<file path="src/logic/exu_pkg.sv">
`default_nettype none

package exu_pkg;

    // sizes shared across the execution unit
    localparam int ADDRESS_WIDTH = 20;
    localparam int DATA_WIDTH = 16;
    localparam int REG_COUNT = 8;
    localparam int UOP_ROM_DEPTH = 512;

    // command toward the bus control unit
    typedef enum logic [1:0]
    {
        BUS_IDLE  = 2'd0,
        BUS_READ  = 2'd1,
        BUS_WRITE = 2'd2
    } bus_command_t;

    // move locations as coded in the micro-op word
    typedef enum logic [4:0]
    {
        LOC_NONE = 5'h00,
        // register named by the reg field of modrm
        LOC_R    = 5'h01,
        // register or memory named by mod and rm
        LOC_RM   = 5'h02,
        // immediate bytes of the instruction, source only
        LOC_IMM  = 5'h03,
        LOC_AL   = 5'h04,
        LOC_AH   = 5'h08,
        LOC_AW   = 5'h0c,
        LOC_CW   = 5'h0d,
        LOC_DW   = 5'h0e,
        LOC_BW   = 5'h0f,
        LOC_SP   = 5'h10,
        LOC_BP   = 5'h11,
        LOC_IX   = 5'h12,
        LOC_IY   = 5'h13
    } micro_loc_t;

    // micro-op classes, only move is carried out here
    typedef enum logic [2:0]
    {
        UOP_NONE = 3'b000,
        UOP_MOVE = 3'b001
    } micro_type_t;

    // segment register picked for a memory operand
    typedef enum logic [1:0]
    {
        SEG_ES = 2'd0,
        SEG_CS = 2'd1,
        SEG_SS = 2'd2,
        SEG_DS = 2'd3
    } segment_sel_t;

    typedef struct packed
    {
        micro_type_t op_type;
        logic [6:0]  arg;
        logic        last;
        micro_loc_t  dst;
        micro_loc_t  src;
    } micro_op_t;

    typedef struct packed
    {
        logic [7:0]  opcode;
        logic [7:0]  modrm;
        logic [15:0] disp;
        logic [15:0] imm;
    } instruction_t;

    typedef struct packed
    {
        logic         need_modrm;
        logic         need_disp;
        logic         disp_word;
        logic         need_imm;
        logic         imm_word;
        logic         word;
        logic [2:0]   src_reg;
        logic [2:0]   dst_reg;
        logic         mem_operand;
        // top bit set means the term is left out
        logic [3:0]   base_sel;
        logic [3:0]   index_sel;
        segment_sel_t segment;
    } decoded_t;

    typedef struct packed
    {
        bus_command_t                command;
        logic [ADDRESS_WIDTH-1:0]    address;
        logic [DATA_WIDTH-1:0]       write_data;
        logic                        word;
    } bus_request_t;

    typedef struct packed
    {
        logic [15:0] es;
        logic [15:0] cs;
        logic [15:0] ss;
        logic [15:0] ds;
    } segment_set_t;

endpackage

`default_nettype wire

</file>
<file path="src/logic/opcode_decoder.sv">
`default_nettype none

module opcode_decoder
(
    input  wire exu_pkg::instruction_t instr,
    output exu_pkg::decoded_t          dec
);

    // word register numbers used by the effective address table
    localparam logic [3:0] SEL_BW = 4'd3;
    localparam logic [3:0] SEL_BP = 4'd5;
    localparam logic [3:0] SEL_IX = 4'd6;
    localparam logic [3:0] SEL_IY = 4'd7;
    localparam logic [3:0] SEL_NONE = 4'b1000;

    logic [7:0] opcode;
    logic [1:0] mod;
    logic [2:0] reg_field;
    logic [2:0] rm;
    logic is_mov_rm;
    logic is_mov_imm_r;
    logic is_mov_imm_rm;
    logic direct;

    assign opcode = instr.opcode;
    assign mod = instr.modrm[7:6];
    assign reg_field = instr.modrm[5:3];
    assign rm = instr.modrm[2:0];

    // 88..8b, b0..bf and c6/c7
    assign is_mov_rm = (opcode[7:2] == 6'b100010);
    assign is_mov_imm_r = (opcode[7:4] == 4'hb);
    assign is_mov_imm_rm = (opcode[7:1] == 7'b1100011);

    // mod 00 with rm 110 is a plain 16-bit offset
    assign direct = (mod == 2'b00) && (rm == 3'b110);

    always_comb
    begin
        dec.need_modrm = is_mov_rm || is_mov_imm_rm;
        dec.need_disp = dec.need_modrm && ((mod == 2'b01) || (mod == 2'b10) || direct);
        dec.disp_word = (mod == 2'b10) || direct;
        dec.need_imm = is_mov_imm_r || is_mov_imm_rm;
        // b0..bf carry the width in bit 3, the rest in bit 0
        dec.word = is_mov_imm_r ? opcode[3] : opcode[0];
        dec.imm_word = dec.word;
        dec.mem_operand = dec.need_modrm && (mod != 2'b11);

        // direction bit set means reg is the destination
        dec.src_reg = opcode[1] ? rm : reg_field;
        if (is_mov_imm_r)
            dec.dst_reg = opcode[2:0];
        else if (is_mov_rm && opcode[1])
            dec.dst_reg = reg_field;
        else
            dec.dst_reg = rm;

        // effective address table
        case (rm)
            3'b000:  {dec.base_sel, dec.index_sel} = {SEL_BW, SEL_IX};
            3'b001:  {dec.base_sel, dec.index_sel} = {SEL_BW, SEL_IY};
            3'b010:  {dec.base_sel, dec.index_sel} = {SEL_BP, SEL_IX};
            3'b011:  {dec.base_sel, dec.index_sel} = {SEL_BP, SEL_IY};
            3'b100:  {dec.base_sel, dec.index_sel} = {SEL_NONE, SEL_IX};
            3'b101:  {dec.base_sel, dec.index_sel} = {SEL_NONE, SEL_IY};
            3'b110:  {dec.base_sel, dec.index_sel} = {direct ? SEL_NONE : SEL_BP, SEL_NONE};
            default: {dec.base_sel, dec.index_sel} = {SEL_BW, SEL_NONE};
        endcase

        // stack segment whenever bp takes part
        dec.segment = (dec.base_sel == SEL_BP) ? exu_pkg::SEG_SS : exu_pkg::SEG_DS;
    end

endmodule

`default_nettype wire

</file>
<file path="config.mk">
export PLATFORM = sky130hd
export DESIGN_NAME = opcode_decoder
export DESIGN_NICKNAME = d
export VERILOG_FILES = /design/src/logic/exu_pkg.sv /design/src/logic/opcode_decoder.sv
export SDC_FILE = /design/constraint.sdc
export NUM_CORES = 1
export LEC_CHECK = 0
export BUFFER_PORTS_ARGS = -buffer_cell sky130_fd_sc_hd__buf_2
export CAP_MARGIN = 20
export CORE_MARGIN = 2
export CORE_UTILIZATION = 23
export DETAILED_ROUTE_END_ITERATION = 16
export GPL_ROUTABILITY_DRIVEN = 0
export PLACE_DENSITY = 0.8
export SYNTH_ARGS = -nofsm -noshare
export SYNTH_HDL_FRONTEND = slang
export SYNTH_SLANG_ARGS = --single-unit
</file>
<file path="constraint.sdc">
create_clock -name vclk -period 0.9
set_clock_uncertainty 0.1 [all_clocks]
set_input_delay 0.045 -clock vclk [all_inputs]
set_output_delay 0.045 -clock vclk [all_outputs]
set_load 0.02 [all_outputs]
</file>
==> impl_metrics.csv <==
group,metric,value,unit
power,powerDensity,508.1,nW/um2
final_layout,clock_buffers,0,
synthesis,syn_area,345.3,um2
global_route,antenna_found_initial,0,
hold_path,hp-start,"instr[33]",
final_layout,design_area,835.8,um2
final_layout,nFlopsAndLatches,0,
critical_path,crit_start,"instr[45]",
power,total_power,0.4247,mW
floorplan,initial_core_util,25.58,%
critical_path,crit_type,"in -> out",
power,p_switching,0.2069,mW
power,p_leak,0.4141,nW
power,p_sw_share,48.72,%
synthesis,synth_top_area_share,13.04,%
synthesis,synthTopCellsByArea,"mux2_2, ha_1, o21ai_0",
sta,fmax,861.5,MHz
detailed_routing,dr.pass1.iters,2,
global_route,grt_remaining_overflow,0,
power,clkPwrFrac,0,%
floorplan,pin_count,71,
final_layout,drive_above_1_share,74.26,%
synthesis,ys_top_cells_by_count,"o21ai_0, inv_1, nor2_1, mux2_2",
sta,slew_viol_final,0,
final_layout,regArea,0,um2
floorplan,die_w,42.75,um
critical_path,crit_path_cell_trace,"buf_6, or3b_4, a21o_4, nor2_4, buf_6",
power,vdd_drop_max,0.3155,mV
placed_design,dpl_cell_area,653.1,um2
final_layout,antenna_cells,0,
sta,setup_viol,11,
detailed_routing,wl_per_cell,12.14,um
global_route,grt_pass1_wl,2152,um
sta,min_period,1161,ps
synthesis,syn_nets,103,
sta,rsz0062_at_grt,"yes",
detailed_routing,drc,0,
run_status,violations,"negative setup slack",
critical_path,crit_slowest_cell,"or3b_4",
floorplan,dieArea,1828,um2
global_route,grt_max_degree,7,
run_status,status,"finished, violations left",
critical_path,critPathCaptureType,"primary output",
detailed_routing,dr.first_iter.drc_count,4,
synthesis,avgSynthCellArea,6.641,um2
sta,setup_ws,-260.8,ps
final_layout,final_nets,154,
final_layout,nFillCells,123,
detailed_routing,antenna_left,0,
placed_design,place_hpwl,1114,um
global_route,grt_pass1_vias,525,
hold_path,min_path_type,"in -> out",
power,pwr-share-comb,100.0,%
sta,fin_crit_sh,129.0,%
floorplan,die_h,42.75,um
critical_path,cp_slowest_stage_delay,430,ps
power,p_int,0.2178,mW
critical_path,crit_family,"simple AND/OR/NAND/NOR gates",
synthesis,syn_inst,52,
detailed_routing,drt-total-wl,1408,um
synthesis,ys_warn_count,0,
critical_path,critPathMaxFanout,5,
floorplan,coreArea,1350,um2
critical_path,required,750,ps
detailed_routing,routed-via-count,576,
flow_run,maxCapViolations,0,
final_layout,fin_util,61.91,%
critical_path,path_buf_inv,2,
sta,finalSetupTns,-1941,ps
final_layout,syn_to_final_growth,142.0,%
sta,final-hold-violation-count,0,
global_route,grt_usage,14.63,%
critical_path,crit_path_start_kind,"input pin",
power,pwr-share-seq,0,%
synthesis,synth_cell_types,20,
critical_path,critPathArrivalTime,1020,ps
placed_design,portBuffers,38,
floorplan,rows,13,
synthesis,yosysSeqAreaShare,0,%
synthesis,synth_top_area_cell,"mux2_2",
critical_path,cpMostUsedCell,"buf_6",
detailed_routing,post_drt_via_cell_ratio,4.966,
sta,hold_ws,332.9,ps
synthesis,synth_most_common_cell,"o21ai_0",
## through the flow
| step | std cells | worst slack, ps |
|---|---|---|
| after floorplan | 52 | -147.8 |
| after global placement | 114 | -276.3 |
| after detailed placement | 114 | -288.7 |
| after CTS | 115 | -249.2 |
| after global routing | 116 | -289.0 |
| final | 116 | -260.8 |
## cells in the final DEF, fill, tap and decap left out, types with 3 or more instances in the layout
master / netlist / final
buf_4: 3 / 17
o21ai_2: 0 / 4
nand3_1: 3 / 3
buf_8: 0 / 3
nand2_1: 3 / 3
a31oi_1: 3 / 3
buf_2: 0 / 18
nor2_1: 6 / 3
inv_4: 0 / 3
buf_6: 0 / 14
## worst paths after layout
path                  end  depth (start not counted)
setup / recovery  dec[21]                          5
hold / removal     dec[0]                          3
## area by class of cell
type | instances | area (um2) | area share (%)
repair buffers | 52 | 420.4 | 50.30
multi-input cells | 43 | 366.6 | 43.86
inverters | 6 | 30.03 | 3.593
well taps | 15 | 18.77 | 2.246
## per-layer routing
layer	vias to the layer above	GRT usage [%]	share of wire (%)
met3	4	0.8511	8.1
met1	258	15.75	39
met2	32	29.70	50
met4	0	3.750	2.4
li1	282	-	-
met5	-	0	0
## logic make-up (layout without fill, tap and decap cells)
logic type      Yosys count  in the layout  synth area share [%]
fa+ha+maj                 3              3                 10.87
compound gates           11             11                 17.75
other cells               1              1                 1.086
buf+inv                   9             58                 13.04
simple gates             24             24                 44.20
mux                       4              4                 13.04
## power groups by stage
| stage | sequential [mW] | clock, mW | combinational, mW |
|---|---|---|---|
| after floorplan | 0 | 0 | 0.182 |
| after global placement | 0 | 0 | 0.317 |
| after detailed placement | 0 | 0 | 0.325 |
| after CTS | 0 | 0 | 0.404 |
| after global routing | 0 | 0 | 0.452 |
| final | 0 | 0 | 0.425 |
## repair_timing
action                     in CTS  in global routing
setup endpoints to repair      17                 14
hold buffers                    0                  0
buffers inserted                1                  1
resized for setup              43                 12
pin swaps                       8                  5
Note: power is estimated with default switching activity, not from simulation.
