--- src/logic/exu_pkg.sv ---
`default_nettype none

package exu_pkg;

    // sizes shared across the execution unit
    localparam int ADDRESS_WIDTH = 20;
    localparam int DATA_WIDTH = 16;
    localparam int REG_COUNT = 8;
    localparam int UOP_ROM_DEPTH = 512;

    // command toward the bus control unit
    typedef enum logic [1:0]
    {
        BUS_IDLE  = 2'd0,
        BUS_READ  = 2'd1,
        BUS_WRITE = 2'd2
    } bus_command_t;

    // move locations as coded in the micro-op word
    typedef enum logic [4:0]
    {
        LOC_NONE = 5'h00,
        // register named by the reg field of modrm
        LOC_R    = 5'h01,
        // register or memory named by mod and rm
        LOC_RM   = 5'h02,
        // immediate bytes of the instruction, source only
        LOC_IMM  = 5'h03,
        LOC_AL   = 5'h04,
        LOC_AH   = 5'h08,
        LOC_AW   = 5'h0c,
        LOC_CW   = 5'h0d,
        LOC_DW   = 5'h0e,
        LOC_BW   = 5'h0f,
        LOC_SP   = 5'h10,
        LOC_BP   = 5'h11,
        LOC_IX   = 5'h12,
        LOC_IY   = 5'h13
    } micro_loc_t;

    // micro-op classes, only move is carried out here
    typedef enum logic [2:0]
    {
        UOP_NONE = 3'b000,
        UOP_MOVE = 3'b001
    } micro_type_t;

    // segment register picked for a memory operand
    typedef enum logic [1:0]
    {
        SEG_ES = 2'd0,
        SEG_CS = 2'd1,
        SEG_SS = 2'd2,
        SEG_DS = 2'd3
    } segment_sel_t;

    typedef struct packed
    {
        micro_type_t op_type;
        logic [6:0]  arg;
        logic        last;
        micro_loc_t  dst;
        micro_loc_t  src;
    } micro_op_t;

    typedef struct packed
    {
        logic [7:0]  opcode;
        logic [7:0]  modrm;
        logic [15:0] disp;
        logic [15:0] imm;
    } instruction_t;

    typedef struct packed
    {
        logic         need_modrm;
        logic         need_disp;
        logic         disp_word;
        logic         need_imm;
        logic         imm_word;
        logic         word;
        logic [2:0]   src_reg;
        logic [2:0]   dst_reg;
        logic         mem_operand;
        // top bit set means the term is left out
        logic [3:0]   base_sel;
        logic [3:0]   index_sel;
        segment_sel_t segment;
    } decoded_t;

    typedef struct packed
    {
        bus_command_t                command;
        logic [ADDRESS_WIDTH-1:0]    address;
        logic [DATA_WIDTH-1:0]       write_data;
        logic                        word;
    } bus_request_t;

    typedef struct packed
    {
        logic [15:0] es;
        logic [15:0] cs;
        logic [15:0] ss;
        logic [15:0] ds;
    } segment_set_t;

endpackage

`default_nettype wire

--- src/logic/move_executor.sv ---
`default_nettype none

module move_executor
(
    input  wire                                clk,
    input  wire                                reset,
    input  wire                                exec_valid,
    input  wire exu_pkg::micro_op_t            uop,
    input  wire exu_pkg::decoded_t             dec,
    input  wire [15:0]                         imm,
    input  wire [exu_pkg::ADDRESS_WIDTH-1:0]   phys_address,
    input  wire [15:0]                         read_a,
    input  wire [15:0]                         data_in,
    input  wire                                bus_command_done,
    output logic [2:0]                         read_a_id,
    output exu_pkg::bus_request_t              bus,
    output logic                               we,
    output logic [2:0]                         write_id,
    output logic [15:0]                        write_data,
    output logic                               word,
    output logic                               step_done
);

    logic is_move;
    logic src_mem;
    logic dst_mem;
    logic mem_access;
    // a bus command is out and not yet acknowledged
    logic waiting;
    logic [15:0] imm_value;
    logic [15:0] move_value;
    logic reg_step;
    logic bus_step;

    assign is_move = (uop.op_type == exu_pkg::UOP_MOVE);

    // rm only reaches memory when mod is not 11
    assign src_mem = is_move && (uop.src == exu_pkg::LOC_RM) && dec.mem_operand;
    assign dst_mem = is_move && (uop.dst == exu_pkg::LOC_RM) && dec.mem_operand;
    assign mem_access = src_mem || dst_mem;

    // a byte immediate has no high byte
    assign imm_value = dec.word ? imm : {8'h00, imm[7:0]};
    assign move_value = (uop.src == exu_pkg::LOC_IMM) ? imm_value : read_a;

    // register operands come straight from the decoder
    assign read_a_id = dec.src_reg;
    assign write_id = dec.dst_reg;
    assign word = dec.word;

    // register moves finish in their first execute cycle
    assign reg_step = exec_valid && !waiting && !mem_access;
    // bus moves finish on the done cycle
    assign bus_step = exec_valid && waiting && bus_command_done;

    assign write_data = src_mem ? data_in : move_value;
    assign we = is_move && (uop.dst != exu_pkg::LOC_NONE) && !dst_mem &&
                (src_mem ? bus_step : reg_step);
    assign step_done = uop.last && (reg_step || bus_step);

    always_ff @(posedge clk)
    begin
        if (reset)
        begin
            waiting <= 1'b0;
            bus.command <= exu_pkg::BUS_IDLE;
        end
        else if (waiting)
        begin
            // command, address and data hold until done
            if (bus_command_done)
            begin
                waiting <= 1'b0;
                bus.command <= exu_pkg::BUS_IDLE;
            end
        end
        else if (exec_valid && mem_access)
        begin
            waiting <= 1'b1;
            bus.command <= src_mem ? exu_pkg::BUS_READ : exu_pkg::BUS_WRITE;
            bus.address <= phys_address;
            // register or immediate value for stores
            bus.write_data <= move_value;
            bus.word <= dec.word;
        end
    end

endmodule

`default_nettype wire

--- config.mk ---
export PLATFORM = sky130hd
export DESIGN_NAME = move_executor
export DESIGN_NICKNAME = d
export VERILOG_FILES = /design/src/logic/exu_pkg.sv /design/src/logic/move_executor.sv
export SDC_FILE = /design/constraint.sdc
export NUM_CORES = 1
export LEC_CHECK = 0
export BUFFER_PORTS_ARGS = -buffer_cell sky130_fd_sc_hd__buf_2
export CAP_MARGIN = 10
export CORE_UTILIZATION = 41
export DETAILED_ROUTE_END_ITERATION = 10
export GPL_TIMING_DRIVEN = 0
export HOLD_SLACK_MARGIN = 0.03
export PLACE_DENSITY = 0.86
export SETUP_SLACK_MARGIN = 0.5
export SKIP_CTS_REPAIR_TIMING = 1
export SLEW_MARGIN = 0
export SYNTH_ARGS = -nofsm -noshare
export SYNTH_HDL_FRONTEND = slang
export SYNTH_SLANG_ARGS = --single-unit
--- constraint.sdc ---
create_clock -name clk -period 13.9 [get_ports clk]
set_input_delay 2.085 -clock clk [delete_from_list [all_inputs] [get_ports clk]]
set_output_delay 2.085 -clock clk [all_outputs]
set_load 0.05 [all_outputs]
==> reports/metrics.cfg <==
[global_route]
grt_pass1_wl_um=9270
grt_pass1_vias=1927
grt_usage_pct=23.9
grt_max_degree=15
grt-ovfl-total=0
antenna_found_initial=0

[floorplan]
initial_core_util_pct=42.9
dieHeight_um=72.5
die_area_sq_um=5260
die_w_um=72.5
rows=25
core_sq_um=4750
io_pins=180

[sta]
finalMaxSlewViolations=0
setup_slack_ns=8.02
worst_pin_slew_ns=0.764
hold_violations=0
finalSetupViolCount=0
final.period_utilization_pct=42.3
finalClockSkew_ns=0.00211
fmax_mhz=170
layout_min_cycle_time_ns=5.88
slew_headroom_pct=49.1
tns_ns=0
rsz0062_at_grt=no

[route]
dr.pass1.iters=4
ant_nets=0
vias=2085
drt_wl_total_um=6340
drc=0
post_drt_via_cell_ratio=5.10
drtIter0Drc=101
avgRoutedWirePerCell_um=15.5

[clock_network]
numCtsBuffers=5
cts_max_level=2
cts.sinks=40
clk_latency_ns=0.29
clock-root-buffer=clkbuf_8
tritoncts=built
clk_path_buf_depth=2
clkTransAtPathRegs_ns=0.07

[synth]
synth_seq_cells=40
yosysWarnings=0
syn_area_per_cell_sq_um=11.2
syn_inst=182
synth_area_sq_um=2040
synthTopCellsByArea=edfxtp_1 54%, o21ai_0 4.7%, mux2_2 4.4%, nand2_1 3.5%, a21oi_2 3.4%
synth_top_cell_area_share_pct=54.5
synth_seq_area_share_pct=57.4
synth_top_area_cell=edfxtp_1
synth_cell_types=35
syn_nets=298

[setup_path]
start_kind=input port
worstPathCellList=buf_2, or4b_1, buf_2, a21oi_4, buf_6, nor2_1, a21oi_2, buf_2
end_kind=output pin
cpMostUsedCell=buf_2
worstPathMaxFanout=10
reg2reg_from=waiting
worstSetupPathType=in -> out
critPathCapture=write_data[4]
cp_data_required_time_ns=11.81
slowest_stage=or4b_1
regToRegEndpoint=bus[7]
r2r_slack_ns=11.94
reg2reg_depth=6
slowest_delay_ns=0.51
arrival_ns=3.79
crit_path_start=uop[3]

[cells_and_area]
syn2layout_area_growth_pct=49.1
fin_nets=458
final_cell_count_no_fill=409
diodes=0
layout-drive-gt1-share_pct=56.1

[pwr]
p_leak_uw=0.00134
power_density_nw_per_um2=96.2
ir_worst_vdd_mv=0.0534
power_uw=293

[placement]
placed_cells=402
port_buffers=150
dp_slack_ns=8.01
gp_congestion=0.778
dp_hpwl_um=4820

[run_status]
status=completed

[flow_run]
maxCapViolCount=0

[hold_path]
hold_path.class=reg -> reg

[worst min-delay path by stage]
stage | slack, ns | from | cells after the start | end
after floorplan | 0.52 | waiting | 2 | waiting
after global placement | 0.49 | bus[37] | 2 | bus[37]
after detailed placement | 0.52 | bus[37] | 2 | bus[37]
after CTS | 0.53 | bus[37] | 2 | bus[37]
after global routing | 0.56 | bus[37] | 2 | bus[37]
final | 0.53 | bus[37] | 2 | bus[37]
[Yosys cell counts]
master / instances
a21oi_1: 9
a21oi_2: 8
a21oi_4: 1
a22oi_1: 1
a31o_2: 1
and2_1: 1
and3_1: 1
and4bb_2: 1
buf_1: 1
buf_2: 3
buf_4: 7
buf_6: 1
clkbuf_1: 7
dfxtp_1: 3
edfxtp_1: 37
inv_1: 3
mux2_2: 8
nand2_1: 19
nand2b_1: 1
nand3_1: 3
nand4_1: 1
nand4bb_1: 1
nor2_1: 11
nor2b_1: 1
nor3_1: 10
nor3b_1: 1
nor4_1: 1
nor4b_2: 1
o211a_1: 1
o211ai_1: 1
o21ai_0: 19
o21bai_1: 2
o22a_1: 7
or3_1: 8
or4b_1: 1
[cell type report]
type / count / area [sq um]
Buffer: 19 / 109
Fill cell: 409 / 1710
Timing Repair Buffer: 153 / 785
Inverter: 3 / 11.3
Tap cell: 67 / 83.8
Clock buffer: 5 / 68.8
Sequential cell: 40 / 1170
Multi-Input combinational cell: 120 / 753
Clock inverter: 2 / 60.1
[flip-flops by register name, indices dropped and copies added, names as in the netlist]
signal   cells
bus         39
waiting      1
[layout by cell type (no fill, tap or decap), types with 2 or more instances in the layout]
master and n:
buf_2 153, o21ai_0 19, clkbuf_1 7, dfxtp_1 3, nand2_1 19, bufinv_16 2, edfxtp_1 37, nor3_1 9
inv_1 3, buf_6 4, o21bai_1 2, clkbuf_8 5, a21oi_1 9, o22a_1 7, a21oi_2 8, mux2_2 8
nor2_1 11, or3_1 8, buf_4 7, nand3_1 3
[critical path: cells and delay by family]
family	cells	cell delay (ns)
and+or+nand+nor	2	0.57
buffers and inverters	4	0.78
AOI/OAI and AO/OA	2	0.35
[cells by family after synthesis]
| group | after synthesis | share of synthesized area, % |
|---|---|---|
| AND/OR/NAND/NOR | 62 | 15.8 |
| AO/OA/AOI/OAI | 50 | 16.5 |
| flip-flops | 40 | 57.4 |
| buffers and inverters | 22 | 5.89 |
| multiplexers | 8 | 4.42 |
[where the power goes]
part           switching (uW)  internal [uW]  total (uW)
sequential             0.0429            131         131
clock                    39.0           70.7         110
combinational            32.1           19.3        51.5
total                    71.2            221         293
[per-stage QoR]
step,cell area (sq um),hold slack (ns),utilization [%]
2_1_floorplan,2040,0.516,-
3_5_place_dp,2910,0.524,61.3
6_report,3040,0.526,64.0
3_3_place_gp,2870,0.486,60.4
5_1_grt,3040,0.555,64.0
4_1_cts,3040,0.532,64.0
[metal layers]
layer | track usage [%] | share of wire [%]
met3 | 5.28 | 7.0
met1 | 26.5 | 38
met2 | 44.4 | 53
met5 | 0 | 0
met4 | 9.15 | 2.1
No activity file was read; power rests on OpenSTA's default activity.
