$ cat src/logic/exu_pkg.sv
`default_nettype none

package exu_pkg;

    // sizes shared across the execution unit
    localparam int ADDRESS_WIDTH = 20;
    localparam int DATA_WIDTH = 16;
    localparam int REG_COUNT = 8;
    localparam int UOP_ROM_DEPTH = 512;

    // command toward the bus control unit
    typedef enum logic [1:0]
    {
        BUS_IDLE  = 2'd0,
        BUS_READ  = 2'd1,
        BUS_WRITE = 2'd2
    } bus_command_t;

    // move locations as coded in the micro-op word
    typedef enum logic [4:0]
    {
        LOC_NONE = 5'h00,
        // register named by the reg field of modrm
        LOC_R    = 5'h01,
        // register or memory named by mod and rm
        LOC_RM   = 5'h02,
        // immediate bytes of the instruction, source only
        LOC_IMM  = 5'h03,
        LOC_AL   = 5'h04,
        LOC_AH   = 5'h08,
        LOC_AW   = 5'h0c,
        LOC_CW   = 5'h0d,
        LOC_DW   = 5'h0e,
        LOC_BW   = 5'h0f,
        LOC_SP   = 5'h10,
        LOC_BP   = 5'h11,
        LOC_IX   = 5'h12,
        LOC_IY   = 5'h13
    } micro_loc_t;

    // micro-op classes, only move is carried out here
    typedef enum logic [2:0]
    {
        UOP_NONE = 3'b000,
        UOP_MOVE = 3'b001
    } micro_type_t;

    // segment register picked for a memory operand
    typedef enum logic [1:0]
    {
        SEG_ES = 2'd0,
        SEG_CS = 2'd1,
        SEG_SS = 2'd2,
        SEG_DS = 2'd3
    } segment_sel_t;

    typedef struct packed
    {
        micro_type_t op_type;
        logic [6:0]  arg;
        logic        last;
        micro_loc_t  dst;
        micro_loc_t  src;
    } micro_op_t;

    typedef struct packed
    {
        logic [7:0]  opcode;
        logic [7:0]  modrm;
        logic [15:0] disp;
        logic [15:0] imm;
    } instruction_t;

    typedef struct packed
    {
        logic         need_modrm;
        logic         need_disp;
        logic         disp_word;
        logic         need_imm;
        logic         imm_word;
        logic         word;
        logic [2:0]   src_reg;
        logic [2:0]   dst_reg;
        logic         mem_operand;
        // top bit set means the term is left out
        logic [3:0]   base_sel;
        logic [3:0]   index_sel;
        segment_sel_t segment;
    } decoded_t;

    typedef struct packed
    {
        bus_command_t                command;
        logic [ADDRESS_WIDTH-1:0]    address;
        logic [DATA_WIDTH-1:0]       write_data;
        logic                        word;
    } bus_request_t;

    typedef struct packed
    {
        logic [15:0] es;
        logic [15:0] cs;
        logic [15:0] ss;
        logic [15:0] ds;
    } segment_set_t;

endpackage

`default_nettype wire

$ cat src/logic/instruction_fetch.sv
`default_nettype none

module instruction_fetch
(
    input  wire                   clk,
    input  wire                   reset,
    input  wire [7:0]             prefetch_data,
    input  wire                   queue_empty,
    input  wire exu_pkg::decoded_t dec,
    input  wire                   step_done,
    output logic                  queue_pop,
    output exu_pkg::instruction_t instr,
    output logic                  exec_valid
);

    typedef enum logic [2:0]
    {
        FETCH_OPCODE,
        FETCH_MODRM,
        FETCH_DISP_LOW,
        FETCH_DISP_HIGH,
        FETCH_IMM_LOW,
        FETCH_IMM_HIGH,
        FETCH_EXECUTE
    } fetch_state_t;

    fetch_state_t state;
    fetch_state_t next_state;
    fetch_state_t after_disp;
    exu_pkg::instruction_t instr_q;
    // low while in reset, keeps the queue untouched until the unit runs
    logic active;

    // byte being taken this cycle is already visible to the decoder
    always_comb
    begin
        instr = instr_q;
        case (state)
            FETCH_OPCODE:    instr.opcode = prefetch_data;
            FETCH_MODRM:     instr.modrm = prefetch_data;
            FETCH_DISP_LOW:  instr.disp[7:0] = prefetch_data;
            FETCH_DISP_HIGH: instr.disp[15:8] = prefetch_data;
            FETCH_IMM_LOW:   instr.imm[7:0] = prefetch_data;
            FETCH_IMM_HIGH:  instr.imm[15:8] = prefetch_data;
            default:         instr = instr_q;
        endcase
    end

    assign queue_pop = active && (state != FETCH_EXECUTE) && !queue_empty;
    assign exec_valid = (state == FETCH_EXECUTE);

    // where to go once the displacement is done or skipped
    assign after_disp = dec.need_imm ? FETCH_IMM_LOW : FETCH_EXECUTE;

    always_comb
    begin
        next_state = state;
        case (state)
            FETCH_OPCODE:
                next_state = dec.need_modrm ? FETCH_MODRM : after_disp;
            FETCH_MODRM:
                next_state = dec.need_disp ? FETCH_DISP_LOW : after_disp;
            FETCH_DISP_LOW:
                next_state = dec.disp_word ? FETCH_DISP_HIGH : after_disp;
            FETCH_DISP_HIGH:
                next_state = after_disp;
            FETCH_IMM_LOW:
                next_state = dec.imm_word ? FETCH_IMM_HIGH : FETCH_EXECUTE;
            FETCH_IMM_HIGH:
                next_state = FETCH_EXECUTE;
            default:
                next_state = step_done ? FETCH_OPCODE : FETCH_EXECUTE;
        endcase
    end

    always_ff @(posedge clk)
    begin
        if (reset)
        begin
            active <= 1'b0;
            state <= FETCH_OPCODE;
        end
        else
        begin
            active <= 1'b1;
            // fetch states only move on a popped byte, execute waits for the step
            if (queue_pop || exec_valid)
                state <= next_state;
        end
    end

    // field capture, the overlay already placed the byte
    always_ff @(posedge clk)
    begin
        if (queue_pop)
            instr_q <= instr;
    end

endmodule

`default_nettype wire

$ cat config.mk
export PLATFORM = sky130hd
export DESIGN_NAME = instruction_fetch
export DESIGN_NICKNAME = d
export VERILOG_FILES = /design/src/logic/exu_pkg.sv /design/src/logic/instruction_fetch.sv
export SDC_FILE = /design/constraint.sdc
export NUM_CORES = 1
export LEC_CHECK = 0
export ABC_AREA = 1
export BUFFER_PORTS_ARGS = -buffer_cell sky130_fd_sc_hd__buf_4
export CORE_ASPECT_RATIO = 0.75
export CORE_UTILIZATION = 53
export DETAILED_ROUTE_END_ITERATION = 8
export PLACE_DENSITY = 0.89
export SLEW_MARGIN = 20
export SYNTH_ARGS = -nofsm -noshare
export SYNTH_HDL_FRONTEND = slang
export SYNTH_SLANG_ARGS = --single-unit
$ cat constraint.sdc
create_clock -name clk -period 7.05 [get_ports clk]
set_input_delay 1.41 -clock clk [delete_from_list [all_inputs] [get_ports clk]]
set_output_delay 1.41 -clock clk [all_outputs]
set_load 0.02 [all_outputs]
==> results.json <==
{
  "io_buffers": 66,
  "crit_arrival_ns": 2.17,
  "ctsHtreeMaxLevel": 2,
  "die_h_um": 60.7,
  "rsz0062_at_grt": "no",
  "fin_cells": 347,
  "p_per_area_nw_per_um2": 230,
  "clock-root-buffer": "clkbuf_8",
  "synth_area_um2": 2430,
  "required_ns": 5.64,
  "postSynthCellCount": 226,
  "synth_fp_nets": 261,
  "antenna_cells": 0,
  "drv_slew": 0,
  "hpwl_um": 3740,
  "rows": 20,
  "end_kind": "primary output",
  "hold_violations": 0,
  "crit_family": "buffers and inverters",
  "vdd_drop_max_mv": 0.153,
  "yosysWarnings": 0,
  "cp-start-kind": "primary input",
  "cts.path.max_buffers": 2,
  "hold_slack_ns": 0.549,
  "yosysSeqAreaShare_pct": 62.6,
  "relSlewSlack_pct": 59.7,
  "ys_ff_latch": 52,
  "vias": 1817,
  "post-route-period-util_pct": 50.8,
  "dp_cells": 339,
  "path_buf_inv": 3,
  "post-place-ws_ns": 3.45,
  "maxCapViolations": 0,
  "insertion_delay_ns": 0.31,
  "drt_pass1_iterations": 4,
  "die_x_um": 80.2,
  "critical-path-max-stage-delay_ns": 0.25,
  "crit_path_top_delay_cell": "inv_1",
  "grt_pass1_vias": 1731,
  "nNetsFinal": 326,
  "dpl_cell_area_um2": 2920,
  "start_util_pct": 57.5,
  "rrSetupSlack_ns": 5.16,
  "gp_congestion": 0.955,
  "numCtsBuffers": 5,
  "avgSynthCellArea_um2": 10.8,
  "fmaxAchievable_ghz": 0.279,
  "finalSetupTns_ns": 0,
  "power_leakage_uw": 0.00130,
  "hold_buffers": 0,
  "grt_pass1_wl_um": 8160,
  "path_clk_slew_ns": 0.09,
  "layout-drive-gt1-share_pct": 36.6,
  "antenna_left": 0,
  "antenna_found_initial": 0,
  "dieArea_um2": 4870,
  "min_path_type": "reg -> reg",
  "path_common_cell": "buf_4",
  "via_per_inst": 5.24,
  "cts.sinks": 52,
  "tightest_slew_ns": 0.605,
  "cts_tree": "built",
  "finalInstanceArea_um2": 3000,
  "worst_slack_ns": 3.47,
  "io-pin-count": 85,
  "area_growth_pct": 23.3,
  "grt_usage_pct": 23.9,
  "crit_chain": "buf_4, inv_1, o21ai_0, buf_4",
  "path_max_fanout": 6,
  "final.min_clock_period_ns": 3.58,
  "post_cts.repair.setup_buffers": 0,
  "gr-total-overflow": 0,
  "setup.worst_path.class": "in -> out",
  "core_area_um2": 4230,
  "drtIter0Drc": 134,
  "grt_max_degree": 51,
  "drc": 0,
  "status": "finished, final reports clean",
  "skew_ns": 0.00539,
  "wl_per_cell_um": 15.0,
  "wirelength_um": 5220,
  "cts_resized": 0,
  "finalSetupViolCount": 0,
  "synth_cell_types": 19
}
worst paths after layout:
| check | from | endpoint | depth (start not counted) |
|---|---|---|---|
| hold / removal | instr_q[13]$_DFFE_PP_ | instr_q[13]$_DFFE_PP_ | 2 |
| setup / recovery | prefetch_data[2] | instr[18] | 4 |
| hold reg to reg | instr_q[13]$_DFFE_PP_ | instr_q[13]$_DFFE_PP_ | 2 |
| setup reg to reg | state[0]$_SDFFE_PP0P_ | instr_q[20]$_DFFE_PP_ | 3 |
sequential cells by signal, summed over array words and instances, names as in the netlist:
name and cells:
instr_q 48, state 3, active 1
power breakdown:
group          internal, uW  switching [uW]  leakage, uW
Clock                  67.6            96.4    0.0000453
Sequential              360            9.35     0.000485
Combinational          57.2            99.4     0.000774
Total                   485             205      0.00130
cell families after synthesis:
logic type | after synthesis | synth area share [%]
buffers and inverters | 31 | 7.41
DFF | 52 | 62.6
AOI/OAI and AO/OA | 54 | 13.6
and+or+nand+nor | 89 | 16.5
layout by cell type, fill, tap and decap left out:
cell type	n
a21oi_1	3
buf_4	67
clkbuf_8	5
clkinv_1	1
clkinv_2	2
dfxtp_1	4
edfxtp_1	48
inv_1	17
inv_2	4
inv_4	1
nand2_1	60
nand2_2	3
nand3_1	6
nand3_4	1
nor2_1	11
nor2_2	4
nor2_4	3
nor3_4	1
o21ai_0	26
o21ai_1	9
o21ai_2	16
layout make-up:
| type | instances | area (um^2) |
|---|---|---|
| clock buffers | 5 | 68.8 |
| clock inverters | 3 | 13.8 |
| fillers | 325 | 1230 |
| inverters | 22 | 85.1 |
| multi-input cells | 143 | 738 |
| flip-flops and latches | 52 | 1520 |
| well taps | 55 | 68.8 |
| repair buffers | 67 | 503 |
worst min-delay path, delay by kind of cell, from the launching register on:
kind	cells	cell delay (ns)
AO/OA/AOI/OAI	1	0.06
flip-flops	1	0.33
AND/OR/NAND/NOR	1	0.06
synthesized netlist by cell type:
| library cell | number | area share (%) |
|---|---|---|
| nand2_2 | 3 | 0.77 |
| nor2_1 | 12 | 1.9 |
| buf_2 | 1 | 0.21 |
| nand3_1 | 6 | 1.2 |
| inv_2 | 4 | 0.62 |
| inv_1 | 17 | 2.6 |
| edfxtp_1 | 48 | 59 |
| nor2_2 | 4 | 1.0 |
| nor2_4 | 2 | 0.93 |
| inv_4 | 1 | 0.26 |
| o21ai_2 | 16 | 5.8 |
| o21ai_1 | 9 | 1.9 |
| nor3_4 | 1 | 0.67 |
| o21ai_0 | 26 | 5.3 |
| nand3_4 | 1 | 0.72 |
| dfxtp_1 | 4 | 3.3 |
| a21oi_1 | 3 | 0.62 |
| nand2_1 | 60 | 9.3 |
| buf_6 | 8 | 3.7 |
stage by stage:
step | power (uW) | utilization [%]
floorplan | 475 | -
global placement | 529 | 69.0
detailed placement | 534 | 69.0
CTS | 693 | 70.9
global route | 718 | 70.9
finish | 690 | 70.9
layer usage:
layer	GRT usage [%]	wire, um
met4	9.95	73
met1	31.1	2230
met5	0	0
met3	7.37	572
met2	38.1	2340
Power figures use the tool's default switching activity.
