[src/logic/exu_pkg.sv]
`default_nettype none

package exu_pkg;

    // sizes shared across the execution unit
    localparam int ADDRESS_WIDTH = 20;
    localparam int DATA_WIDTH = 16;
    localparam int REG_COUNT = 8;
    localparam int UOP_ROM_DEPTH = 512;

    // command toward the bus control unit
    typedef enum logic [1:0]
    {
        BUS_IDLE  = 2'd0,
        BUS_READ  = 2'd1,
        BUS_WRITE = 2'd2
    } bus_command_t;

    // move locations as coded in the micro-op word
    typedef enum logic [4:0]
    {
        LOC_NONE = 5'h00,
        // register named by the reg field of modrm
        LOC_R    = 5'h01,
        // register or memory named by mod and rm
        LOC_RM   = 5'h02,
        // immediate bytes of the instruction, source only
        LOC_IMM  = 5'h03,
        LOC_AL   = 5'h04,
        LOC_AH   = 5'h08,
        LOC_AW   = 5'h0c,
        LOC_CW   = 5'h0d,
        LOC_DW   = 5'h0e,
        LOC_BW   = 5'h0f,
        LOC_SP   = 5'h10,
        LOC_BP   = 5'h11,
        LOC_IX   = 5'h12,
        LOC_IY   = 5'h13
    } micro_loc_t;

    // micro-op classes, only move is carried out here
    typedef enum logic [2:0]
    {
        UOP_NONE = 3'b000,
        UOP_MOVE = 3'b001
    } micro_type_t;

    // segment register picked for a memory operand
    typedef enum logic [1:0]
    {
        SEG_ES = 2'd0,
        SEG_CS = 2'd1,
        SEG_SS = 2'd2,
        SEG_DS = 2'd3
    } segment_sel_t;

    typedef struct packed
    {
        micro_type_t op_type;
        logic [6:0]  arg;
        logic        last;
        micro_loc_t  dst;
        micro_loc_t  src;
    } micro_op_t;

    typedef struct packed
    {
        logic [7:0]  opcode;
        logic [7:0]  modrm;
        logic [15:0] disp;
        logic [15:0] imm;
    } instruction_t;

    typedef struct packed
    {
        logic         need_modrm;
        logic         need_disp;
        logic         disp_word;
        logic         need_imm;
        logic         imm_word;
        logic         word;
        logic [2:0]   src_reg;
        logic [2:0]   dst_reg;
        logic         mem_operand;
        // top bit set means the term is left out
        logic [3:0]   base_sel;
        logic [3:0]   index_sel;
        segment_sel_t segment;
    } decoded_t;

    typedef struct packed
    {
        bus_command_t                command;
        logic [ADDRESS_WIDTH-1:0]    address;
        logic [DATA_WIDTH-1:0]       write_data;
        logic                        word;
    } bus_request_t;

    typedef struct packed
    {
        logic [15:0] es;
        logic [15:0] cs;
        logic [15:0] ss;
        logic [15:0] ds;
    } segment_set_t;

endpackage

`default_nettype wire

[src/logic/address_generator.sv]
`default_nettype none

module address_generator
(
    input  wire exu_pkg::decoded_t                  dec,
    input  wire [15:0]                              disp,
    input  wire [15:0]                              base_value,
    input  wire [15:0]                              index_value,
    input  wire exu_pkg::segment_set_t              segments,
    output logic [exu_pkg::ADDRESS_WIDTH-1:0]       phys_address
);

    logic [15:0] segment_value;
    logic [15:0] base_term;
    logic [15:0] index_term;
    logic [15:0] disp_term;
    logic [15:0] offset;

    always_comb
    begin
        case (dec.segment)
            exu_pkg::SEG_ES: segment_value = segments.es;
            exu_pkg::SEG_CS: segment_value = segments.cs;
            exu_pkg::SEG_SS: segment_value = segments.ss;
            default:         segment_value = segments.ds;
        endcase
    end

    // terms marked unused drop out of the sum
    assign base_term = dec.base_sel[3] ? 16'h0000 : base_value;
    assign index_term = dec.index_sel[3] ? 16'h0000 : index_value;
    // byte displacement is signed
    assign disp_term = !dec.need_disp ? 16'h0000 :
                       dec.disp_word ? disp : {{8{disp[7]}}, disp[7:0]};

    // effective offset wraps inside the 64k segment
    assign offset = base_term + index_term + disp_term;
    assign phys_address = {segment_value, 4'h0} + {4'h0, offset};

endmodule

`default_nettype wire

[config.mk]
export PLATFORM = sky130hd
export DESIGN_NAME = address_generator
export DESIGN_NICKNAME = d
export VERILOG_FILES = /design/src/logic/exu_pkg.sv /design/src/logic/address_generator.sv
export SDC_FILE = /design/constraint.sdc
export NUM_CORES = 1
export LEC_CHECK = 0
export ABC_AREA = 1
export BUFFER_PORTS_ARGS = -buffer_cell sky130_fd_sc_hd__buf_2
export CAP_MARGIN = 15
export CORE_MARGIN = 3
export CORE_UTILIZATION = 40
export DETAILED_ROUTE_END_ITERATION = 16
export GPL_ROUTABILITY_DRIVEN = 0
export MAX_ROUTING_LAYER = met4
export PLACE_DENSITY = 0.78
export SYNTH_ARGS = -nofsm -noshare
export SYNTH_HDL_FRONTEND = slang
export SYNTH_SLANG_ARGS = --single-unit
[constraint.sdc]
create_clock -name vclk -period 6.7
set_clock_uncertainty 0.1 [all_clocks]
set_input_delay 1.34 -clock vclk [all_inputs]
set_output_delay 1.34 -clock vclk [all_outputs]
set_load 0.05 [all_outputs]
==> run_results.csv, run 1 <==
group,metric,value,unit
yosys,seq_area_frac_synth,0,%
worst_hold_path,whs_endpoint,"phys_address[19]",
drt,viasPerCell,4.91,
yosys,yosys.area.top_type,"nand2_1",
floorplan,coreArea,6130,um2
cells_and_area,antenna_cells,0,
placement,port_buffers,138,
global_routing,antenna_found_initial,0,
power_and_ir_drop,max-vdd-ir-drop,257,uV
yosys,ys.warnings.count,0,
sta,finalCriticalPeriod,6.37,ns
sta,slew_violations,0,
critical_path,startpoint_type,"input port",
sta,tns,0,ns
status,outcome,"finished, final reports clean",
drt,wirelength,7270,um
floorplan,fp.dieH,86.7,um
drt,antenna_left,0,
floorplan,start_util,42.5,%
critical_path,crit_arrival,4.93,ns
sta,hold_viol_final,0,
critical_path,critPathMaxFanout,11,
drt,via_count,3287,
power_and_ir_drop,p_leak,2.13,nW
critical_path,cp.required,5.26,ns
global_routing,grt_pass1_vias,3117,
cells_and_area,regArea,0,um2
cells_and_area,final_core_util,55.0,%
critical_path,crit_type,"input port to primary output",
worst_hold_path,worstHoldStart,"segments[15]",
cells_and_area,drive_gt1_share,27.1,%
cells_and_area,final_common_cell,"nand2_1",
sta,post-route-period-util,95.1,%
sta,worst_pin_slew,0.570,ns
yosys,synth_top_area_share,24.5,%
worst_hold_path,hold_class,"input port to primary output",
clock_network,cts_setup_buffers,0,
drt,drc_errors,0,
cells_and_area,layout.nets,775,
yosys,syn_area_per_cell,5.58,um2
yosys,syn_area,2610,um2
sta,final.setup.worst_slack,0.326,ns
run,cap_viol_max_count,0,
global_routing,grt_first_pass_wirelength,12400,um
critical_path,slowest_stage,"fa_1",
drt,wire_per_inst,10.9,um
sta,max_slew_margin,62.0,%
power_and_ir_drop,power.density,228,nW/um2
critical_path,end_kind,"primary output",
sta,setup_viol,0,
yosys,ys_types,32,
placement,dp_slack,0.111,ns
cells_and_area,areaGrowthSynthToFinish,29.4,%
floorplan,io_pins,155,
worst_hold_path,hold_path_depth,5,
cells_and_area,design.seq.count,0,
clock_network,hold_buffers,0,
drt,drt_iter0_markers,102,
yosys,synth_area_leaders,"nand2_1 24%, fa_1 13%, ha_1 12%",
placement,dp_hpwl,6580,um
drt,dr.pass1.iters,4,
floorplan,rows,28,
sta,max_freq,157,MHz
yosys,syn-num-nets,645,
sta,rsz0062_at_grt,"no",
global_routing,gr-total-overflow,0,
power_and_ir_drop,p_total,0.000769,W
clock_network,cts_resized,0,
floorplan,die_w,86.7,um
cells_and_area,most-common-layout-cells,"170 x nand2_1, 135 x buf_2, 72 x inv_1",
global_routing,grt_usage,19.7,%
global_routing,grt_start_max_net_pins,23,
critical_path,slowest_delay,0.53,ns
floorplan,dieArea,7520,um2
critical_path,worst-path-buf-inv,5,
sta,worst_hold_slack,3.09,ns
critical_path,path_cells,"buf_2 > inv_1 > buf_4 > nand2_1 > fa_1 > inv_1 > ha_1 > a21oi_1 > o21ai_0 > nand3b_1 > xor2_1 > ha_1 > a21oi_1 > o21ai_0 > a31oi_1 > xnor2_1 > buf_2",
yosys,synthCells,467,
critical_path,cp_top_family,"adder cells",
cells_and_area,clkbuf_count,0,
power breakdown:
part / switching [W] / leakage, nW / total (W) / internal, W
combinational: 0.000540 / 2.13 / 0.000769 / 0.000229
sequential: 0 / 0 / 0 / 0
clock: 0 / 0 / 0 / 0
total: 0.000540 / 2.13 / 0.000769 / 0.000229
worst max path at each step:
stage                     slack, ns    start                to  depth (start not counted)
after global routing           0.01  dec[21]  phys_address[14]                         20
after global placement         0.23  dec[21]  phys_address[18]                         22
after detailed placement       0.11  dec[21]  phys_address[18]                         22
after CTS                      0.10  dec[21]  phys_address[18]                         22
after floorplan                0.02  dec[21]  phys_address[12]                         17
final                          0.33   dec[9]  phys_address[12]                         17
stage by stage:
stage | instance area, um2 | instances
after floorplan | 2620 | 467
after global placement | 3360 | 670
after detailed placement | 3360 | 670
after CTS | 3360 | 670
after global routing | 3370 | 670
final | 3370 | 670
final cells by class:
cell class	count	area (um2)
Inverter	76	285
Timing Repair Buffer	140	713
Tap cell	75	93.8
Multi-Input combinational cell	379	2280
Fill cell	613	2760
worst min-delay path, stage by stage:
cell     delay, ns
buf_2         0.08
o21ai_0       0.09
nand3_1       0.09
nand2_1       0.04
buf_2         0.20
synthesized netlist by cell type (all sizes together):
| master | count |
|---|---|
| ha | 26 |
| nor4 | 1 |
| nand2 | 173 |
| a21boi | 1 |
| or2 | 3 |
| a21o | 4 |
| xnor2 | 8 |
| buf | 5 |
| nand3 | 40 |
| and2 | 1 |
| fa | 17 |
| nor2 | 29 |
| xor2 | 14 |
| inv | 76 |
| o21ai | 36 |
| nand4 | 1 |
| o211ai | 1 |
| nand3b | 1 |
| clkbuf | 7 |
| a31oi | 2 |
| a21oi | 21 |
metal layers:
| layer | track usage (%) | part of all wire [%] | up-vias |
|---|---|---|---|
| met3 | 0.380 | 5.4 | 4 |
| met5 | - | 0 | - |
| met4 | 0.708 | 0.32 | 0 |
| met1 | 24.1 | 44 | 1454 |
| met2 | 37.8 | 50 | 116 |
| li1 | - | - | 1713 |
kinds of logic (layout without fill, tap and decap cells):
family | count (synthesis) | in the layout | synth area share, %
adder cells (fa/ha/maj) | 43 | 43 | 25.5
AND/OR/NAND/NOR | 249 | 249 | 40.1
AO/OA/AOI/OAI | 65 | 65 | 13.5
XOR/XNOR | 22 | 22 | 7.39
buffers and inverters | 88 | 216 | 13.5
(Power assumes the default switching activity.)
==> inputs of run 2 (changes only) <==
--- a/config.mk
+++ b/config.mk
@@ -8,7 +8,6 @@
 export ABC_AREA = 1
 export BUFFER_PORTS_ARGS = -buffer_cell sky130_fd_sc_hd__buf_2
 export CAP_MARGIN = 15
-export CORE_MARGIN = 3
 export CORE_UTILIZATION = 40
 export DETAILED_ROUTE_END_ITERATION = 16
 export GPL_ROUTABILITY_DRIVEN = 0
==> run 2 against run 1 <==
Net effect:
- final area is 0.30% higher
- global-route usage up 0.92 points
- clock-buffer cell count unchanged
- critical path depth stayed put
- utilization down 1.4 points
- largest power group unchanged
==> run_results.csv, run 2 (synthesized netlist as in run 1, its figures left out) <==
group,metric,value,unit
global_routing,met2_usage,37.6,%
drt,dr.pass1.iters,4,
drt,drt_iter0_markers,123,
cells_and_area,antenna_cells,0,
global_routing,grt_first_pass_wirelength,11200,um
sta,setup_viol,0,
sta,worst_hold_slack,3.13,ns
floorplan,rows,29,
critical_path,crit_arrival,4.94,ns
critical_path,crit_type,"input port to primary output",
cells_and_area,areaGrowthSynthToFinish,29.8,%
worst_hold_path,hold_class,"input port to primary output",
drt,wirelength,7060,um
power_and_ir_drop,p_leak,2.13,nW
cells_and_area,regArea,0,um2
global_routing,grt_usage,20.6,%
global_routing,antenna_found_initial,0,
drt,via_count,3285,
cells_and_area,drive_gt1_share,27.0,%
critical_path,cp.required,5.26,ns
cells_and_area,final_core_util,53.6,%
sta,worst_pin_slew,0.408,ns
floorplan,start_util,41.3,%
floorplan,coreArea,6310,um2
global_routing,grt_use_met3,0.659,%
power_and_ir_drop,max-vdd-ir-drop,271,uV
sta,max_freq,157,MHz
critical_path,startpoint_type,"input port",
cells_and_area,design.seq.count,0,
cells_and_area,final_common_cell,"nand2_1",
sta,slew_violations,0,
cells_and_area,most-common-layout-cells,"170 x nand2_1, 134 x buf_2, 72 x inv_1",
global_routing,grt_start_max_net_pins,23,
worst_hold_path,worstHoldStart,"segments[14]",
global_routing,gr-usage-met1,25.6,%
sta,max_slew_margin,72.5,%
global_routing,top_usage_layer,"met2",
sta,hold_viol_final,0,
cells_and_area,clkbuf_count,0,
critical_path,end_kind,"primary output",
drt,viasPerCell,4.88,
worst_hold_path,whs_endpoint,"phys_address[18]",
power_and_ir_drop,power.density,229,nW/um2
sta,post-route-period-util,95.2,%
sta,finalCriticalPeriod,6.38,ns
global_routing,gr-total-overflow,0,
global_routing,grt_pass1_vias,2802,
placement,dp_hpwl,6300,um
drt,antenna_left,0,
drt,drc_errors,0,
run,cap_viol_max_count,0,
status,outcome,"finished, final reports clean",
cells_and_area,layout.nets,776,
floorplan,io_pins,155,
floorplan,dieArea,6850,um2
floorplan,die_w,82.7,um
drt,wire_per_inst,10.5,um
placement,port_buffers,138,
floorplan,fp.dieH,82.7,um
critical_path,critPathMaxFanout,11,
worst_hold_path,hold_path_depth,6,
## run 2: routing by layer
metal	vias to the layer above	wire length [um]	part of all wire, %
li1	1721	-	-
met1	1444	3170	45
met2	112	3440	49
met3	8	357	5.1
met4	0	85	1.2
met5	-	0	0
## run 2: worst max-delay path by stage
stage	slack [ns]	to	startpoint	depth (start not counted)
after floorplan	0.02	phys_address[12]	dec[21]	17
after global placement	0.26	phys_address[18]	dec[21]	22
after detailed placement	0.15	phys_address[18]	dec[21]	22
after CTS	0.13	phys_address[18]	dec[21]	22
after global routing	-0.02	phys_address[15]	dec[9]	20
final	0.32	phys_address[12]	dec[9]	17
## run 2: timing repair
item                                    in CTS  in global routing
hold buffers                                 0                  0
buffers inserted                             0                  0
resized for setup                            0                  8
endpoints found under the setup margin       0                  5
endpoints found under the hold margin        0                  0
## run 2: power by group
group	switching, W	internal (W)
registers	0	0
logic	0.000546	0.000229
clock network	0	0
## run 2: cell type report
type	instances	area [um2]
Inverter	76	285
Tap cell	77	96.3
Fill cell	675	2930
Multi-Input combinational cell	379	2280
Timing Repair Buffer	141	723
## run 2: through the flow
| step | instances | setup slack [ns] | TNS [ns] | total power (W) | instance area (um2) |
|---|---|---|---|---|---|
| after floorplan | 467 | 0.0196 | 0 | 0.000601 | 2620 |
| after CTS | 673 | 0.134 | 0 | 0.000773 | 3370 |
| after global placement | 673 | 0.258 | 0 | 0.000759 | 3370 |
| after global routing | 673 | -0.0153 | -0.0153 | 0.000848 | 3380 |
| after detailed placement | 673 | 0.150 | 0 | 0.000771 | 3370 |
| final | 673 | 0.323 | 0 | 0.000775 | 3380 |
## run 2: worst max-delay path, stage by stage
cell and delay (ns):
buf_2 0.10, inv_1 0.14, buf_4 0.20, nand2_1 0.09
fa_1 0.53, inv_1 0.04, ha_1 0.35, a21oi_1 0.21
o21ai_0 0.15, nand3b_1 0.23, xor2_1 0.18, ha_1 0.36
a21oi_1 0.19, o21ai_0 0.15, a31oi_1 0.21, xnor2_1 0.15
buf_2 0.29
==> inputs of run 3 (changes only) <==
==> constraint.sdc (replaced) <==
create_clock -name vclk -period 6.6
set_clock_uncertainty 0.1 [all_clocks]
set_input_delay 1.32 -clock vclk [all_inputs]
set_output_delay 1.32 -clock vclk [all_outputs]
set_load 0.05 [all_outputs]
==> run 3 against run 2 <==
Net effect:
- clock-buffer cell count is the same
- critical path depth grew 3
- critical path type unchanged
- first-iteration DRC count grew 38%
- total power grew 4.3%
- hold slack lost 0.065 ns
- highest routed layer unchanged
- cell count grew 0.15%
==> run_results.csv, run 3 (synthesized netlist as in run 1, its figures left out) <==
group,metric,value,unit
placement,dp_slack,0.230,ns
run,cap_viol_max_count,0,
power_and_ir_drop,power.density,236,nW/um2
cells_and_area,layout.nets,777,
global_routing,grt_first_pass_wirelength,11900,um
cells_and_area,most-common-layout-cells,"169 x nand2_1, 133 x buf_2, 72 x inv_1",
floorplan,fp.dieH,82.7,um
worst_hold_path,hold_class,"input port to primary output",
critical_path,crit_arrival,4.92,ns
cells_and_area,final_common_cell,"nand2_1",
placement,port_buffers,138,
cells_and_area,multiInputGateArea,2310,um2
cells_and_area,drive_gt1_share,28.1,%
critical_path,crit_type,"input port to primary output",
floorplan,start_util,41.3,%
critical_path,path_cells,"buf_2 > inv_1 > buf_4 > nand2_1 > fa_1 > inv_1 > ha_1 > a21oi_1 > o21ai_0 > nand2_1 > nand3_1 > xor2_1 > ha_1 > a21o_1 > a21oi_1 > nand3_2 > nand2_1 > nand2_1 > nand2_1 > buf_2",
global_routing,grt_start_max_net_pins,23,
cells_and_area,clkbuf_count,0,
drt,wire_per_inst,10.8,um
drt,dr.pass1.iters,4,
critical_path,slowest_delay,0.55,ns
critical_path,critPathMaxFanout,11,
power_and_ir_drop,p_int,0.000250,W
drt,viasPerCell,4.90,
sta,worst_pin_slew,0.380,ns
power_and_ir_drop,p_sw_share,69.1,%
critical_path,end_kind,"primary output",
sta,tns,0,ns
power_and_ir_drop,seq_power_share,0,%
power_and_ir_drop,combPwrFrac,100.0,%
status,outcome,"finished, final reports clean",
sta,slew_violations,0,
drt,antenna_left,0,
power_and_ir_drop,clockPowerShare,0,%
critical_path,startpoint_type,"input port",
floorplan,dieArea,6850,um2
sta,setup_viol,0,
drt,drt_iter0_markers,170,
sta,max_freq,158,MHz
sta,finalCriticalPeriod,6.34,ns
global_routing,grt_usage,22.1,%
floorplan,rows,29,
drt,drc_errors,0,
cells_and_area,regArea,0,um2
floorplan,coreArea,6310,um2
critical_path,cp_common_cell,"nand2_1",
sta,hold_viol_final,0,
global_routing,gr-total-overflow,0,
sta,max_slew_margin,74.7,%
power_and_ir_drop,p_leak,2.15,nW
sta,final.setup.worst_slack,0.263,ns
sta,rsz0062_at_grt,"no",
cells_and_area,fill_cells,684,
power_and_ir_drop,switching_power,0.000558,W
drt,via_count,3302,
placement,dp_hpwl,6480,um
drt,wirelength,7290,um
cells_and_area,antenna_cells,0,
cells_and_area,design.seq.count,0,
floorplan,die_w,82.7,um
power_and_ir_drop,max-vdd-ir-drop,303,uV
cells_and_area,areaGrowthSynthToFinish,31.4,%
global_routing,antenna_found_initial,0,
critical_path,cp.required,5.18,ns
global_routing,grt_pass1_vias,2998,
clock_network,cts_setup_buffers,0,
floorplan,io_pins,155,
sta,post-route-period-util,96.0,%
critical_path,slowest_stage,"fa_1",
-- run 3: cell types whose count changed in the layout (fill, tap and decap cells not counted), sizes merged --
cell	change
clkbuf	+1
-- run 3: layout make-up --
class | instances | area share (%)
multi-input combinational | 379 | 67.4
tap | 77 | 2.81
timing repair buffer | 142 | 21.5
inverter | 76 | 8.32
-- run 3: stage by stage --
stage	hold WS [ns]	utilization (%)	instances	power, W	cell area, um2
3_3_place_gp	3.05	53.7	674	0.000780	3390
4_1_cts	3.06	53.7	674	0.000792	3390
6_report	3.07	54.3	674	0.000809	3430
2_1_floorplan	2.99	-	467	0.000620	2640
3_5_place_dp	3.06	53.7	674	0.000790	3390
5_1_grt	3.11	54.3	674	0.000890	3430
-- run 3: power by group through the flow --
| stage | clock, W | combinational, W | sequential, W |
|---|---|---|---|
| final | 0 | 0.000809 | 0 |
| after global routing | 0 | 0.000890 | 0 |
| after CTS | 0 | 0.000792 | 0 |
| after detailed placement | 0 | 0.000790 | 0 |
| after global placement | 0 | 0.000780 | 0 |
| after floorplan | 0 | 0.000620 | 0 |
-- run 3: worst paths after layout --
kind / startpoint / end / slack, ns / cells past startpoint
setup / recovery: dec[9] / phys_address[17] / 0.26 / 20
hold / removal: segments[15] / phys_address[19] / 3.07 / 5
-- run 3: repair_timing --
action,in CTS,in global routing
resized for setup,0,14
endpoints found under the setup margin,0,7
hold buffers,0,0
-- run 3: critical path: cells and delay by family --
family	cells	cell delay (ns)
AOI/OAI and AO/OA	4	0.83
xor gates and xnor gates	1	0.16
adders and majority gates	3	1.28
buffers and inverters	5	0.75
and+or+nand+nor	7	0.57
-- run 3: per-layer routing --
metal | routed length [um] | vias up | GRT usage [%]
met5 | 0 | - | -
met4 | 30 | 0 | 1.55
met3 | 379 | 4 | 0.440
met2 | 3710 | 116 | 42.0
met1 | 3170 | 1461 | 26.8
li1 | - | 1721 | -
